`src/hdl/mini_cluster_pkg.sv`:
```
// ***************************************************************************
// Shared widths, narrow request and response structs, cluster address map
// and peripheral register offsets
// ***************************************************************************
`default_nettype none

package mini_cluster_pkg;

  // Bus widths
  localparam int unsigned AddrWidth     = 32;
  localparam int unsigned DataWidth     = 32;
  localparam int unsigned StrbWidth     = DataWidth / 8;
  localparam int unsigned ByteOffsWidth = $clog2(StrbWidth);

  // Upper bound on the cluster size, sizes the interrupt field in a word
  localparam int unsigned NrCoresMax = 8;

  // Narrow request, one word per transaction
  typedef struct packed {
    logic [AddrWidth-1:0] addr;
    logic                 write;
    logic [DataWidth-1:0] wdata;
    logic [StrbWidth-1:0] strb;
  } narrow_req_t;

  // Narrow response
  typedef struct packed {
    logic [DataWidth-1:0] rdata;
    logic                 error;
  } narrow_resp_t;

  // Address map, both windows are naturally aligned powers of two
  localparam logic [AddrWidth-1:0] TcdmBase   = 32'h0000_0000;
  localparam logic [AddrWidth-1:0] TcdmSize   = 32'h0000_1000;
  localparam logic [AddrWidth-1:0] PeriphBase = 32'h0001_0000;
  localparam logic [AddrWidth-1:0] PeriphSize = 32'h0000_0100;

  localparam int unsigned PeriphOffsWidth = $clog2(PeriphSize);

  // Peripheral register offsets
  // Entry point for the cores after boot
  localparam logic [PeriphOffsWidth-1:0] ScratchEntryOffs = 8'h00;
  localparam logic [PeriphOffsWidth-1:0] Scratch1Offs     = 8'h04;
  // CLINT software interrupts, write one to set
  localparam logic [PeriphOffsWidth-1:0] ClintSetOffs     = 8'h08;
  // write one to clear
  localparam logic [PeriphOffsWidth-1:0] ClintClearOffs   = 8'h0C;
  localparam logic [PeriphOffsWidth-1:0] ClintStatusOffs  = 8'h10;
  // Read only
  localparam logic [PeriphOffsWidth-1:0] HartBaseIdOffs   = 8'h14;

endpackage

`default_nettype wire

```
`src/hdl/narrow_demux.sv`:
```
// ***************************************************************************
// Narrow port demux: single outstanding request, address decode,
// target strobe and held response with unmapped address error
// ***************************************************************************
`timescale 1ns/1ps
`default_nettype none

module narrow_demux (
  input  logic                                     clk_i,
  input  logic                                     arst_n_i,
  input  mini_cluster_pkg::narrow_req_t            narrow_req_i,
  input  logic                                     narrow_req_valid_i,
  output logic                                     narrow_req_ready_o,
  output mini_cluster_pkg::narrow_resp_t           narrow_resp_o,
  output logic                                     narrow_resp_valid_o,
  input  logic                                     narrow_resp_ready_i,
  output mini_cluster_pkg::narrow_req_t            periph_req_o,
  output logic                                     periph_sel_o,
  input  logic [mini_cluster_pkg::DataWidth-1:0]   periph_rdata_i,
  output mini_cluster_pkg::narrow_req_t            tcdm_req_o,
  output logic                                     tcdm_sel_o,
  input  logic [mini_cluster_pkg::DataWidth-1:0]   tcdm_rdata_i
);

  typedef enum logic [1:0] {
    s_idle,
    s_issue,
    s_resp
  } state_e;

  state_e                         state_q, state_d;
  mini_cluster_pkg::narrow_req_t  req_q;
  mini_cluster_pkg::narrow_resp_t resp_live, resp_held_q;
  logic                           hit_periph, hit_tcdm;
  logic                           to_periph_q, to_tcdm_q, err_q;
  logic                           first_q;
  logic                           req_fire, resp_fire;

  // Window decode on the incoming address
  assign hit_periph = (narrow_req_i.addr & ~(mini_cluster_pkg::PeriphSize - 1))
                      == mini_cluster_pkg::PeriphBase;
  assign hit_tcdm   = (narrow_req_i.addr & ~(mini_cluster_pkg::TcdmSize - 1))
                      == mini_cluster_pkg::TcdmBase;

  // Handshakes
  assign narrow_req_ready_o  = (state_q == s_idle);
  assign narrow_resp_valid_o = (state_q == s_resp);
  assign req_fire            = narrow_req_valid_i && narrow_req_ready_o;
  assign resp_fire           = narrow_resp_valid_o && narrow_resp_ready_i;

  always_comb begin
    state_d = state_q;
    unique case (state_q)
      s_idle: begin
        if (req_fire) begin
          state_d = s_issue;
        end
      end
      s_issue: begin
        state_d = s_resp;
      end
      s_resp: begin
        if (resp_fire) begin
          state_d = s_idle;
        end
      end
      default: begin
        state_d = s_idle;
      end
    endcase
  end

  always_ff @(posedge clk_i or negedge arst_n_i) begin
    if (!arst_n_i) begin
      state_q     <= s_idle;
      to_periph_q <= 1'b0;
      to_tcdm_q   <= 1'b0;
      err_q       <= 1'b0;
      first_q     <= 1'b0;
    end else begin
      state_q <= state_d;
      // First response cycle still reads the target directly
      first_q <= (state_q == s_issue);
      if (req_fire) begin
        to_periph_q <= hit_periph;
        to_tcdm_q   <= hit_tcdm && !hit_periph;
        err_q       <= !hit_periph && !hit_tcdm;
      end
    end
  end

  always_ff @(posedge clk_i) begin
    if (req_fire) begin
      req_q <= narrow_req_i;
    end
    if (first_q) begin
      resp_held_q <= resp_live;
    end
  end

  // Exactly one target strobed in the issue cycle, none on an error
  assign periph_req_o = req_q;
  assign tcdm_req_o   = req_q;
  assign periph_sel_o = (state_q == s_issue) && to_periph_q;
  assign tcdm_sel_o   = (state_q == s_issue) && to_tcdm_q;

  always_comb begin
    resp_live.error = err_q;
    if (err_q) begin
      resp_live.rdata = '0;
    end else if (to_periph_q) begin
      resp_live.rdata = periph_rdata_i;
    end else begin
      resp_live.rdata = tcdm_rdata_i;
    end
  end

  assign narrow_resp_o = first_q ? resp_live : resp_held_q;

endmodule

`default_nettype wire

```
`config.mk`:
```
export PLATFORM = sky130hd
export DESIGN_NAME = narrow_demux
export DESIGN_NICKNAME = d
export VERILOG_FILES = /design/src/hdl/mini_cluster_pkg.sv /design/src/hdl/narrow_demux.sv
export SDC_FILE = /design/constraint.sdc
export NUM_CORES = 1
export LEC_CHECK = 0
export ABC_AREA = 1
export BUFFER_PORTS_ARGS = -buffer_cell sky130_fd_sc_hd__buf_2
export CAP_MARGIN = 25
export CORE_AREA = 3 3 119 121
export DETAILED_ROUTE_END_ITERATION = 10
export DIE_AREA = 0 0 122 124
export GPL_TIMING_DRIVEN = 0
export PLACE_DENSITY = 0.64
export SYNTH_ARGS = -nofsm -noshare
export SYNTH_HDL_FRONTEND = slang
export SYNTH_SLANG_ARGS = --single-unit
```
`constraint.sdc`:
```
create_clock -name clk_i -period 3.1 [get_ports clk_i]
set_input_delay 0.62 -clock clk_i [delete_from_list [all_inputs] [get_ports clk_i]]
set_output_delay 0.62 -clock clk_i [all_outputs]
set_load 0.005 [all_outputs]
```
==> qor.txt <==
Worst Setup Slack, final -> 0.902 ns
# setup viols final -> 0
DRT Pass-1 Iters -> 4
Synthesis Warnings -> 0
Num rows -> 42
Mean post-synth cell area -> 11.6 um^2
Buffers on Ports -> 311
CP Launch Type -> flop
Netlist Area Pre-Place -> 4260 um^2
Worst slew margin -> 59.2%
Layout cells sized above 1 -> 58.9%
Commonest cells post-synth -> buf_4, edfxtp_1, nor2_1, nand2_1, o21ai_1
Fin nets -> 828
Clock share of power -> 22.5%
Flop pwr share -> 46.1%
Area grow syn2layout -> 48.3%
Final number of max-transition violations -> 0
Vias in the first global route -> 3631
Hold Crit Class -> in2async
Global-route wire length before repair -> 18.5 mm
Area leader, netlist -> edfxtp_1
Count of state elements after synthesis -> 108
Top cells by area, synth -> edfxtp_1, dfxtp_1, buf_4
Top_reg_cell synth -> edfxtp_1
Syn nets -> 505
Arrival time worst endpoint -> 1.58 ns
RSZ-0062 raised after global routing -> no
Antenna Violating Nets Remaining -> 0
Synth cell types -> 16
Clock Latency Late Sink -> 0.34 ns
Hold_buf cts -> 0
Internal -> 0.00319 W
Final Hold Viols -> 0
Placed insts -> 856
Pre-CTS WS -> 1.09 ns
Post-synthesis sequential area ratio -> 67.6%
Worst-Margin Slew -> 0.611 ns
Die X -> 122 um
CP endpoint kind -> output pin
Crit-path max FO -> 10
Ys async rst share -> 5.56%
Initial Util -> 32.3%
HPWL Detailed -> 11.0 mm
Filler cell count -> 1279
ANT cells -> 0
Clk buf depth -> 2
Largest net degree at the start of global routing -> 45
Core Footprint -> 13200 um^2
Final Non-Filler Cells -> 872
Antenna violations before repair -> 1
Storage element area -> 2880 um^2
Fmax achieved -> 455 MHz
Minimum clock period -> 2.20 ns
Root buffer cell -> clkbuf_16
Io pins -> 312
Vias -> 3745
Clock sink count -> 108
VDD IR max -> 0.338 mV
GRT Residual Overflow -> 0
Status -> complete, no violations
GPL Wtd Cong -> 0.809
Skew final -> 0.00490 ns
# DRC -> 0
Htree depth -> 3
CTS tree -> built
Max Cap Viol -> 0
Die area -> 15100 um^2
Critical path class -> reg2out
Most numerous cell in the Yosys netlist -> buf_4
Power Density -> 716 nW/um^2
Yosys top cell area share -> 48.6%
Footprint of the multi-input gates -> 746 um^2
Wire per inst -> 15.1 um
Worst EP required -> 2.48 ns
Psw -> 0.00134 W
Count of mapped cells out of synthesis -> 368
Final worst path period share -> 70.9%
Vias/cell -> 4.29
GRT Total Usage -> 16.2%
Worst-path clk slew -> 0.07 ns
CTS buffer count -> 9
Combinational power share -> 31.3%
Chip height -> 124 um
Number of flops mapped to enable cells by yosys -> 69
Post-CTS Setup Inserts -> 0
Drt total wl -> 13.2 mm
LEAKAGE -> 3.09 nW
Switching Fraction -> 29.5%
Drt initial violations -> 138
Post-CTS sizing -> 0
[cell usage in the layout (no fill, tap or decap)]
cell	instances
buf_6	3
edfxtp_1	69
nand3_1	4
nor2_1	54
o21ai_1	36
inv_1	6
clkinvlp_2	1
clkbuf_16	9
and2_1	1
buf_2	317
clkinv_4	1
dfrtp_1	6
o21ai_0	31
clkbuf_1	1
clkbuf_2	2
dfxtp_1	33
nor2_8	1
clkinv_1	2
inv_2	3
clkinv_2	2
nand2_1	43
buf_12	1
buf_4	70
[path summary, 6_finish.rpt]
check / startpoint / cells past startpoint / slack [ns] / end
worst max register to register: state_q[1] / 4 / 1.22 / periph_req_o[14]
max in group asynchronous: arst_n_i / 1 / 2.87 / err_q
worst min register to register: resp_held_q[13] / 2 / 0.46 / resp_held_q[13]
worst max-delay path: to_periph_q / 5 / 0.90 / narrow_resp_o[12]
min in group clk_i: narrow_req_i[38] / 1 / 0.45 / periph_req_o[38]
worst min-delay path: arst_n_i / 1 / 0.09 / to_periph_q
[final cells by class]
type / instances / share of cell area (%)
well taps: 176 / 3.49
plain buffers: 81 / 9.49
repair buffers: 312 / 25.0
clock buffers: 10 / 3.62
multi-input cells: 170 / 11.8
clock inverters: 6 / 0.495
inverters: 9 / 0.535
flip-flops and latches: 108 / 45.6
[power groups by stage]
stage          clock network, W  logic [W]  registers, W
2_1_floorplan                 0   0.000667       0.00212
3_3_place_gp                  0    0.00140       0.00213
3_5_place_dp                  0    0.00144       0.00212
4_1_cts                 0.00106    0.00144       0.00210
5_1_grt                 0.00112    0.00157       0.00212
6_report                0.00102    0.00142       0.00209
[routing by layer]
layer,share of wire (%),wire (um),global-route usage [%],vias to the layer above
met4,1.7,220,6.51,2
met5,0.091,12,0,-
met1,35,4610,16.5,1730
met3,10,1340,5.50,17
li1,-,-,-,1817
met2,53,7010,30.5,179
[metrics by stage]
stage | util, % | hold slack [ns] | TNS, ns | area, um^2 | power (W)
after floorplan | - | 0.324 | 0 | 4260 | 0.00279
after global placement | 45.8 | 0.448 | -6.16 | 6040 | 0.00353
after detailed placement | 45.9 | 0.452 | 0 | 6060 | 0.00356
after CTS | 47.9 | 0.0739 | 0 | 6320 | 0.00460
after global routing | 47.9 | 0.0794 | 0 | 6320 | 0.00481
final | 47.9 | 0.0902 | 0 | 6320 | 0.00453
[critical path, cell delays in order, from the launching register on]
cell     delay (ns)
dfrtp_1        0.47
inv_2          0.14
buf_2          0.24
nor2_1         0.06
o21ai_1        0.18
buf_2          0.14
[flip-flops by register name, indices dropped and copies added, names as in the netlist]
name	count
err_q	1
first_q	1
periph_req_o	69
resp_held_q	33
state_q	2
to_periph_q	1
to_tcdm_q	1
[cell families (layout without fill, tap and decap cells)]
group	after synthesis	in the layout	synth area share, %
and+or+nand+nor	103	103	9.63
AOI/OAI and AO/OA	67	67	7.87
buffers and inverters	90	418	14.9
DFF	108	108	67.6
Note: power is estimated with default switching activity, not from simulation.
