`config.mk`:
```
export PLATFORM = sky130hd
export DESIGN_NAME = cluster_periph
export DESIGN_NICKNAME = d
export VERILOG_FILES = /design/src/hdl/mini_cluster_pkg.sv /design/src/hdl/cluster_periph.sv
export SDC_FILE = /design/constraint.sdc
export NUM_CORES = 1
export LEC_CHECK = 0
export ABC_AREA = 1
export ABC_CLOCK_PERIOD_IN_PS = 1100
export BUFFER_PORTS_ARGS = -buffer_cell sky130_fd_sc_hd__buf_2
export CAP_MARGIN = 40
export CORE_MARGIN = 5
export CORE_UTILIZATION = 53
export DETAILED_ROUTE_END_ITERATION = 12
export GPL_TIMING_DRIVEN = 1
export PLACE_DENSITY = 0.83
export SLEW_MARGIN = 25
export SYNTH_ARGS = -nofsm -noshare
export SYNTH_HDL_FRONTEND = slang
export SYNTH_SLANG_ARGS = --single-unit
export TNS_END_PERCENT = 20
```
`constraint.sdc`:
```
create_clock -name clk_i -period 1.1 [get_ports clk_i]
set_clock_uncertainty 0.05 [all_clocks]
set_input_delay 0.22 -clock clk_i [delete_from_list [all_inputs] [get_ports clk_i]]
set_output_delay 0.22 -clock clk_i [all_outputs]
set_load 0.02 [all_outputs]
```
`src/hdl/mini_cluster_pkg.sv`:
```
// ***************************************************************************
// Shared widths, narrow request and response structs, cluster address map
// and peripheral register offsets
// ***************************************************************************
`default_nettype none

package mini_cluster_pkg;

  // Bus widths
  localparam int unsigned AddrWidth     = 32;
  localparam int unsigned DataWidth     = 32;
  localparam int unsigned StrbWidth     = DataWidth / 8;
  localparam int unsigned ByteOffsWidth = $clog2(StrbWidth);

  // Upper bound on the cluster size, sizes the interrupt field in a word
  localparam int unsigned NrCoresMax = 8;

  // Narrow request, one word per transaction
  typedef struct packed {
    logic [AddrWidth-1:0] addr;
    logic                 write;
    logic [DataWidth-1:0] wdata;
    logic [StrbWidth-1:0] strb;
  } narrow_req_t;

  // Narrow response
  typedef struct packed {
    logic [DataWidth-1:0] rdata;
    logic                 error;
  } narrow_resp_t;

  // Address map, both windows are naturally aligned powers of two
  localparam logic [AddrWidth-1:0] TcdmBase   = 32'h0000_0000;
  localparam logic [AddrWidth-1:0] TcdmSize   = 32'h0000_1000;
  localparam logic [AddrWidth-1:0] PeriphBase = 32'h0001_0000;
  localparam logic [AddrWidth-1:0] PeriphSize = 32'h0000_0100;

  localparam int unsigned PeriphOffsWidth = $clog2(PeriphSize);

  // Peripheral register offsets
  // Entry point for the cores after boot
  localparam logic [PeriphOffsWidth-1:0] ScratchEntryOffs = 8'h00;
  localparam logic [PeriphOffsWidth-1:0] Scratch1Offs     = 8'h04;
  // CLINT software interrupts, write one to set
  localparam logic [PeriphOffsWidth-1:0] ClintSetOffs     = 8'h08;
  // write one to clear
  localparam logic [PeriphOffsWidth-1:0] ClintClearOffs   = 8'h0C;
  localparam logic [PeriphOffsWidth-1:0] ClintStatusOffs  = 8'h10;
  // Read only
  localparam logic [PeriphOffsWidth-1:0] HartBaseIdOffs   = 8'h14;

endpackage

`default_nettype wire

```
`src/hdl/cluster_periph.sv`:
```
// ***************************************************************************
// Cluster peripherals: entry point and scratch registers, CLINT
// software interrupt set/clear/status and the hart base id
// ***************************************************************************
`timescale 1ns/1ps
`default_nettype none

module cluster_periph #(
  parameter int unsigned NrCores    = 4,
  parameter int unsigned HartBaseId = 0
) (
  input  logic                                   clk_i,
  input  logic                                   arst_n_i,
  input  mini_cluster_pkg::narrow_req_t          req_i,
  input  logic                                   sel_i,
  output logic [mini_cluster_pkg::DataWidth-1:0] rdata_o,
  output logic [NrCores-1:0]                     msip_o
);

  logic [mini_cluster_pkg::PeriphOffsWidth-1:0] offs;
  logic                                         wr_en;
  logic [mini_cluster_pkg::DataWidth-1:0]       scratch_entry_q, scratch1_q;
  logic [mini_cluster_pkg::DataWidth-1:0]       rdata_d, rdata_q;
  logic [mini_cluster_pkg::NrCoresMax-1:0]      irq_field;
  logic [NrCores-1:0]                           pending_q, pending_d;

  // Merge the strobed bytes of a write into the old word
  function automatic logic [mini_cluster_pkg::DataWidth-1:0] strb_merge(
    input logic [mini_cluster_pkg::DataWidth-1:0] old_word,
    input logic [mini_cluster_pkg::DataWidth-1:0] new_word,
    input logic [mini_cluster_pkg::StrbWidth-1:0] strb
  );
    logic [mini_cluster_pkg::DataWidth-1:0] merged;
    merged = old_word;
    for (int b = 0; b < mini_cluster_pkg::StrbWidth; b++) begin
      if (strb[b]) begin
        merged[b*8 +: 8] = new_word[b*8 +: 8];
      end
    end
    return merged;
  endfunction

  // Word aligned offset inside the peripheral window
  assign offs = {req_i.addr[mini_cluster_pkg::PeriphOffsWidth-1:mini_cluster_pkg::ByteOffsWidth],
                 {mini_cluster_pkg::ByteOffsWidth{1'b0}}};
  assign wr_en = sel_i && req_i.write;

  // Interrupt bits sit in the low byte, only NrCores of them exist
  assign irq_field = req_i.wdata[mini_cluster_pkg::NrCoresMax-1:0];

  always_comb begin
    pending_d = pending_q;
    if (wr_en && (offs == mini_cluster_pkg::ClintSetOffs)) begin
      pending_d = pending_q | irq_field[NrCores-1:0];
    end
    // Clear is applied last so it wins
    if (wr_en && (offs == mini_cluster_pkg::ClintClearOffs)) begin
      pending_d = pending_d & ~irq_field[NrCores-1:0];
    end
  end

  always_ff @(posedge clk_i or negedge arst_n_i) begin
    if (!arst_n_i) begin
      scratch_entry_q <= '0;
      scratch1_q      <= '0;
      pending_q       <= '0;
    end else begin
      pending_q <= pending_d;
      if (wr_en && (offs == mini_cluster_pkg::ScratchEntryOffs)) begin
        scratch_entry_q <= strb_merge(scratch_entry_q, req_i.wdata, req_i.strb);
      end
      if (wr_en && (offs == mini_cluster_pkg::Scratch1Offs)) begin
        scratch1_q <= strb_merge(scratch1_q, req_i.wdata, req_i.strb);
      end
    end
  end

  // Read mux, writes and unknown offsets give zero
  always_comb begin
    rdata_d = '0;
    if (!req_i.write) begin
      unique case (offs)
        mini_cluster_pkg::ScratchEntryOffs: rdata_d = scratch_entry_q;
        mini_cluster_pkg::Scratch1Offs:     rdata_d = scratch1_q;
        mini_cluster_pkg::ClintStatusOffs:  rdata_d[NrCores-1:0] = pending_q;
        mini_cluster_pkg::HartBaseIdOffs:   rdata_d = HartBaseId;
        default:                            rdata_d = '0;
      endcase
    end
  end

  always_ff @(posedge clk_i) begin
    if (sel_i) begin
      rdata_q <= rdata_d;
    end
  end

  assign rdata_o = rdata_q;
  assign msip_o  = pending_q;

endmodule

`default_nettype wire

```
==> flow_metrics.py <==
metrics = {
    "status": {
        "outcome": "complete, but fails checks",
        "violations": "negative setup slack",
    },
    "final_layout": {
        "final_area_sq_um": 5470,
        "antennaDiodeCount": 0,
        "layout-drive-gt1-share": 0.338,
        "layout.nets": 612,
        "area_growth_pct": 22.1,
        "final_core_util": 0.665,
    },
    "logic_synthesis": {
        "yosysWarnings": 0,
        "syn_area_per_cell_sq_um": 10.2,
        "synth-main-ff-cell": "dfrtp_1",
        "syn_nets": 510,
        "yosysMostFrequentCell": "nand2_1",
        "ys_seq_area_frac": 0.595,
        "synthTopCellsByArea": "dfrtp_1 (38%), edfxtp_1 (21%), nand2_1 (9.5%), o21ai_1 (7.2%), inv_1 (4.1%)",
        "netlist_top_cells_count": "nand2_1 (113), dfrtp_1 (68), o21ai_1 (64)",
        "async_flop_share": 0.680,
        "syn_area_sq_um": 4480,
        "synth_edf_count": 32,
        "synth_top_area_cell": "dfrtp_1",
        "yosys.area.top_type_share": 0.380,
        "ys_types": 24,
        "ys_seq_elements": 100,
        "synthCells": 438,
    },
    "sta": {
        "drv_slew": 0,
        "fmax_mhz": 819,
        "setup_viol": 40,
        "relSlewSlack": 0.820,
        "rsz0062_at_grt": "yes",
        "fin_crit_sh": 1.11,
        "fin_ws_ns": -0.121,
        "finalHoldViolations": 0,
        "fin_crit_ns": 1.22,
        "tightest_slew_ns": 0.268,
    },
    "worst_setup_path": {
        "slowest_stage": "edfxtp_1",
        "crit_path_cell_trace": "buf_6",
        "cp_top_family": "flip-flops",
        "worstPathArrival_ns": 0.95,
        "r2r-end": "rdata_o[0]$_SDFFCE_PP0P_",
        "crit_path_end_kind": "output pin",
        "crit_buf_inv": 1,
        "reg2reg_slack_ns": -0.01,
        "worst-path-max-fanout": 1,
        "worstPathRequired_ns": 0.83,
        "worst-setup-path-type": "reg2out",
        "critical-path-max-stage-delay_ns": 0.44,
        "reg2regPathDepth": 5,
        "startpoint_type": "register",
    },
    "power": {
        "irDropWorstVdd_uv": 1030,
        "leakagePower_nw": 2.53,
        "power_density_nw_per_um2": 1340,
    },
    "drt": {
        "ant_nets": 0,
        "drcViolationCount": 0,
        "vias_per_cell": 5.17,
        "wirelength_microns": 9850,
        "wl_per_cell_microns": 15.1,
        "drt_iter0_markers": 150,
        "first_pass_iters": 5,
        "vias": 3361,
    },
    "hold_path": {
        "whs_path_depth": 3,
        "worstHoldPathType": "in2reg",
        "hold_end": "scratch_entry_q[29]$_DFFE_PN0P_",
        "min-delay-start": "req_i[33]",
    },
    "job": {
        "maxCapViolCount": 0,
    },
    "grt": {
        "grt_pass1_vias": 3403,
        "grtUsageTotal": 0.199,
        "grt_antenna_before_repair": 0,
        "overflow": 0,
        "grt_max_degree": 34,
        "grt_pass1_wl_microns": 16000,
    },
    "floorplanning": {
        "num_rows": 33,
        "die_h_microns": 102,
        "start_util": 0.545,
        "io_pins": 108,
        "coreArea_sq_um": 8220,
        "die_w_microns": 102,
        "dieArea_sq_um": 10400,
    },
    "clocking": {
        "clk_latency_ns": 0.36,
        "clockRootBuffer": "clkbuf_8",
        "clock_path_buffers": 2,
        "cts_tree": "yes",
        "htree_levels": 3,
        "clock_sinks": 100,
        "numCtsBuffers": 9,
        "clk_pin_slew_worst_paths_ns": 0.09,
    },
    "place": {
        "portBuffers": 81,
        "postPlaceCellArea_sq_um": 5100,
        "place.gp.congestion": 0.853,
        "place_hpwl_microns": 6900,
    },
}
==> cells in the final DEF, fill, tap and decap left out, drive strengths merged <==
cell,instances
nand2,134
buf,108
dfrtp,68
o21ai,68
inv,51
edfxtp,32
a21oi,29
nand3,19
nand4,10
clkbuf,10
nor2,9
bufinv,2
clkinvlp,2
clkinv,2
dlygate4sd3,1
==> cells by family (layout without fill, tap and decap cells) <==
| group | count (synthesis) | after routing | share of synthesized area |
|---|---|---|---|
| AO/OA/AOI/OAI | 97 | 97 | 0.125 |
| buffers and inverters | 69 | 176 | 0.0785 |
| flip-flops | 100 | 100 | 0.595 |
| AND/OR/NAND/NOR | 172 | 172 | 0.202 |
==> registers in the layout, indices dropped and copies added (netlist names), named ones only <==
name,count
scratch1_q,32
scratch_entry_q,32
rdata_o,32
==> stage by stage <==
stage | power, mW | worst slack, ns | instances | hold WS, ns | TNS (ns)
floorplan | 4.45 | -0.229 | 438 | -0.126 | -13.20
CTS | 7.33 | -0.126 | 649 | 0.0425 | -3.13
detailed placement | 4.81 | -0.377 | 630 | 0.0462 | -30.12
global route | 7.61 | -0.151 | 650 | 0.0547 | -4.59
global placement | 4.78 | -0.327 | 630 | 0.0412 | -27.30
finish | 7.33 | -0.121 | 650 | 0.0551 | -2.63
==> tightest hold or removal path, cell delays in order <==
cell	delay (ns)
buf_2	0.09
inv_1	0.05
o21ai_1	0.06
==> report_power, final <==
group | switching, mW | internal, mW
Clock | 1.26 | 1.28
Combinational | 0.420 | 0.277
Sequential | 0.0977 | 4.00
==> what timing repair did <==
action	in CTS	in global routing
gates resized for setup	14	22
endpoints found under the setup margin	37	76
hold buffers	1	0
pin swaps	0	6
buffers inserted	2	1
endpoints found under the hold margin	68	0
==> per-layer routing <==
| metal | vias to the layer above | routed length (microns) | GRT usage |
|---|---|---|---|
| met2 | 101 | 5080 | 0.352 |
| met4 | 0 | 187 | 0.0747 |
| li1 | 1633 | - | - |
| met3 | 15 | 492 | 0.0273 |
| met1 | 1612 | 4090 | 0.250 |
| met5 | - | 0 | 0 |
==> how the worst max path moves through the flow <==
stage	from	to	slack [ns]	depth (start not counted)
floorplan	req_i[42]	rdata_o[11]$_SDFFCE_PP0P_	-0.23	7
global placement	req_i[42]	rdata_o[27]$_SDFFCE_PP0P_	-0.33	7
detailed placement	req_i[44]	rdata_o[20]$_SDFFCE_PP0P_	-0.38	7
CTS	rdata_o[7]$_SDFFCE_PP0P_	rdata_o[7]	-0.13	1
global route	register	msip_o[2]	-0.15	1
finish	rdata_o[7]$_SDFFCE_PP0P_	rdata_o[7]	-0.12	1
==> layout make-up <==
| cell class | count | area (sq um) |
|---|---|---|
| Clock inverter | 6 | 88.8 |
| Clock buffer | 10 | 128 |
| Inverter | 51 | 194 |
| Sequential cell | 100 | 2660 |
| Multi-Input combinational cell | 269 | 1480 |
| Fill cell | 636 | 2750 |
| Tap cell | 105 | 131 |
| Timing Repair Buffer | 109 | 778 |
No activity file was read; power rests on OpenSTA's default activity.
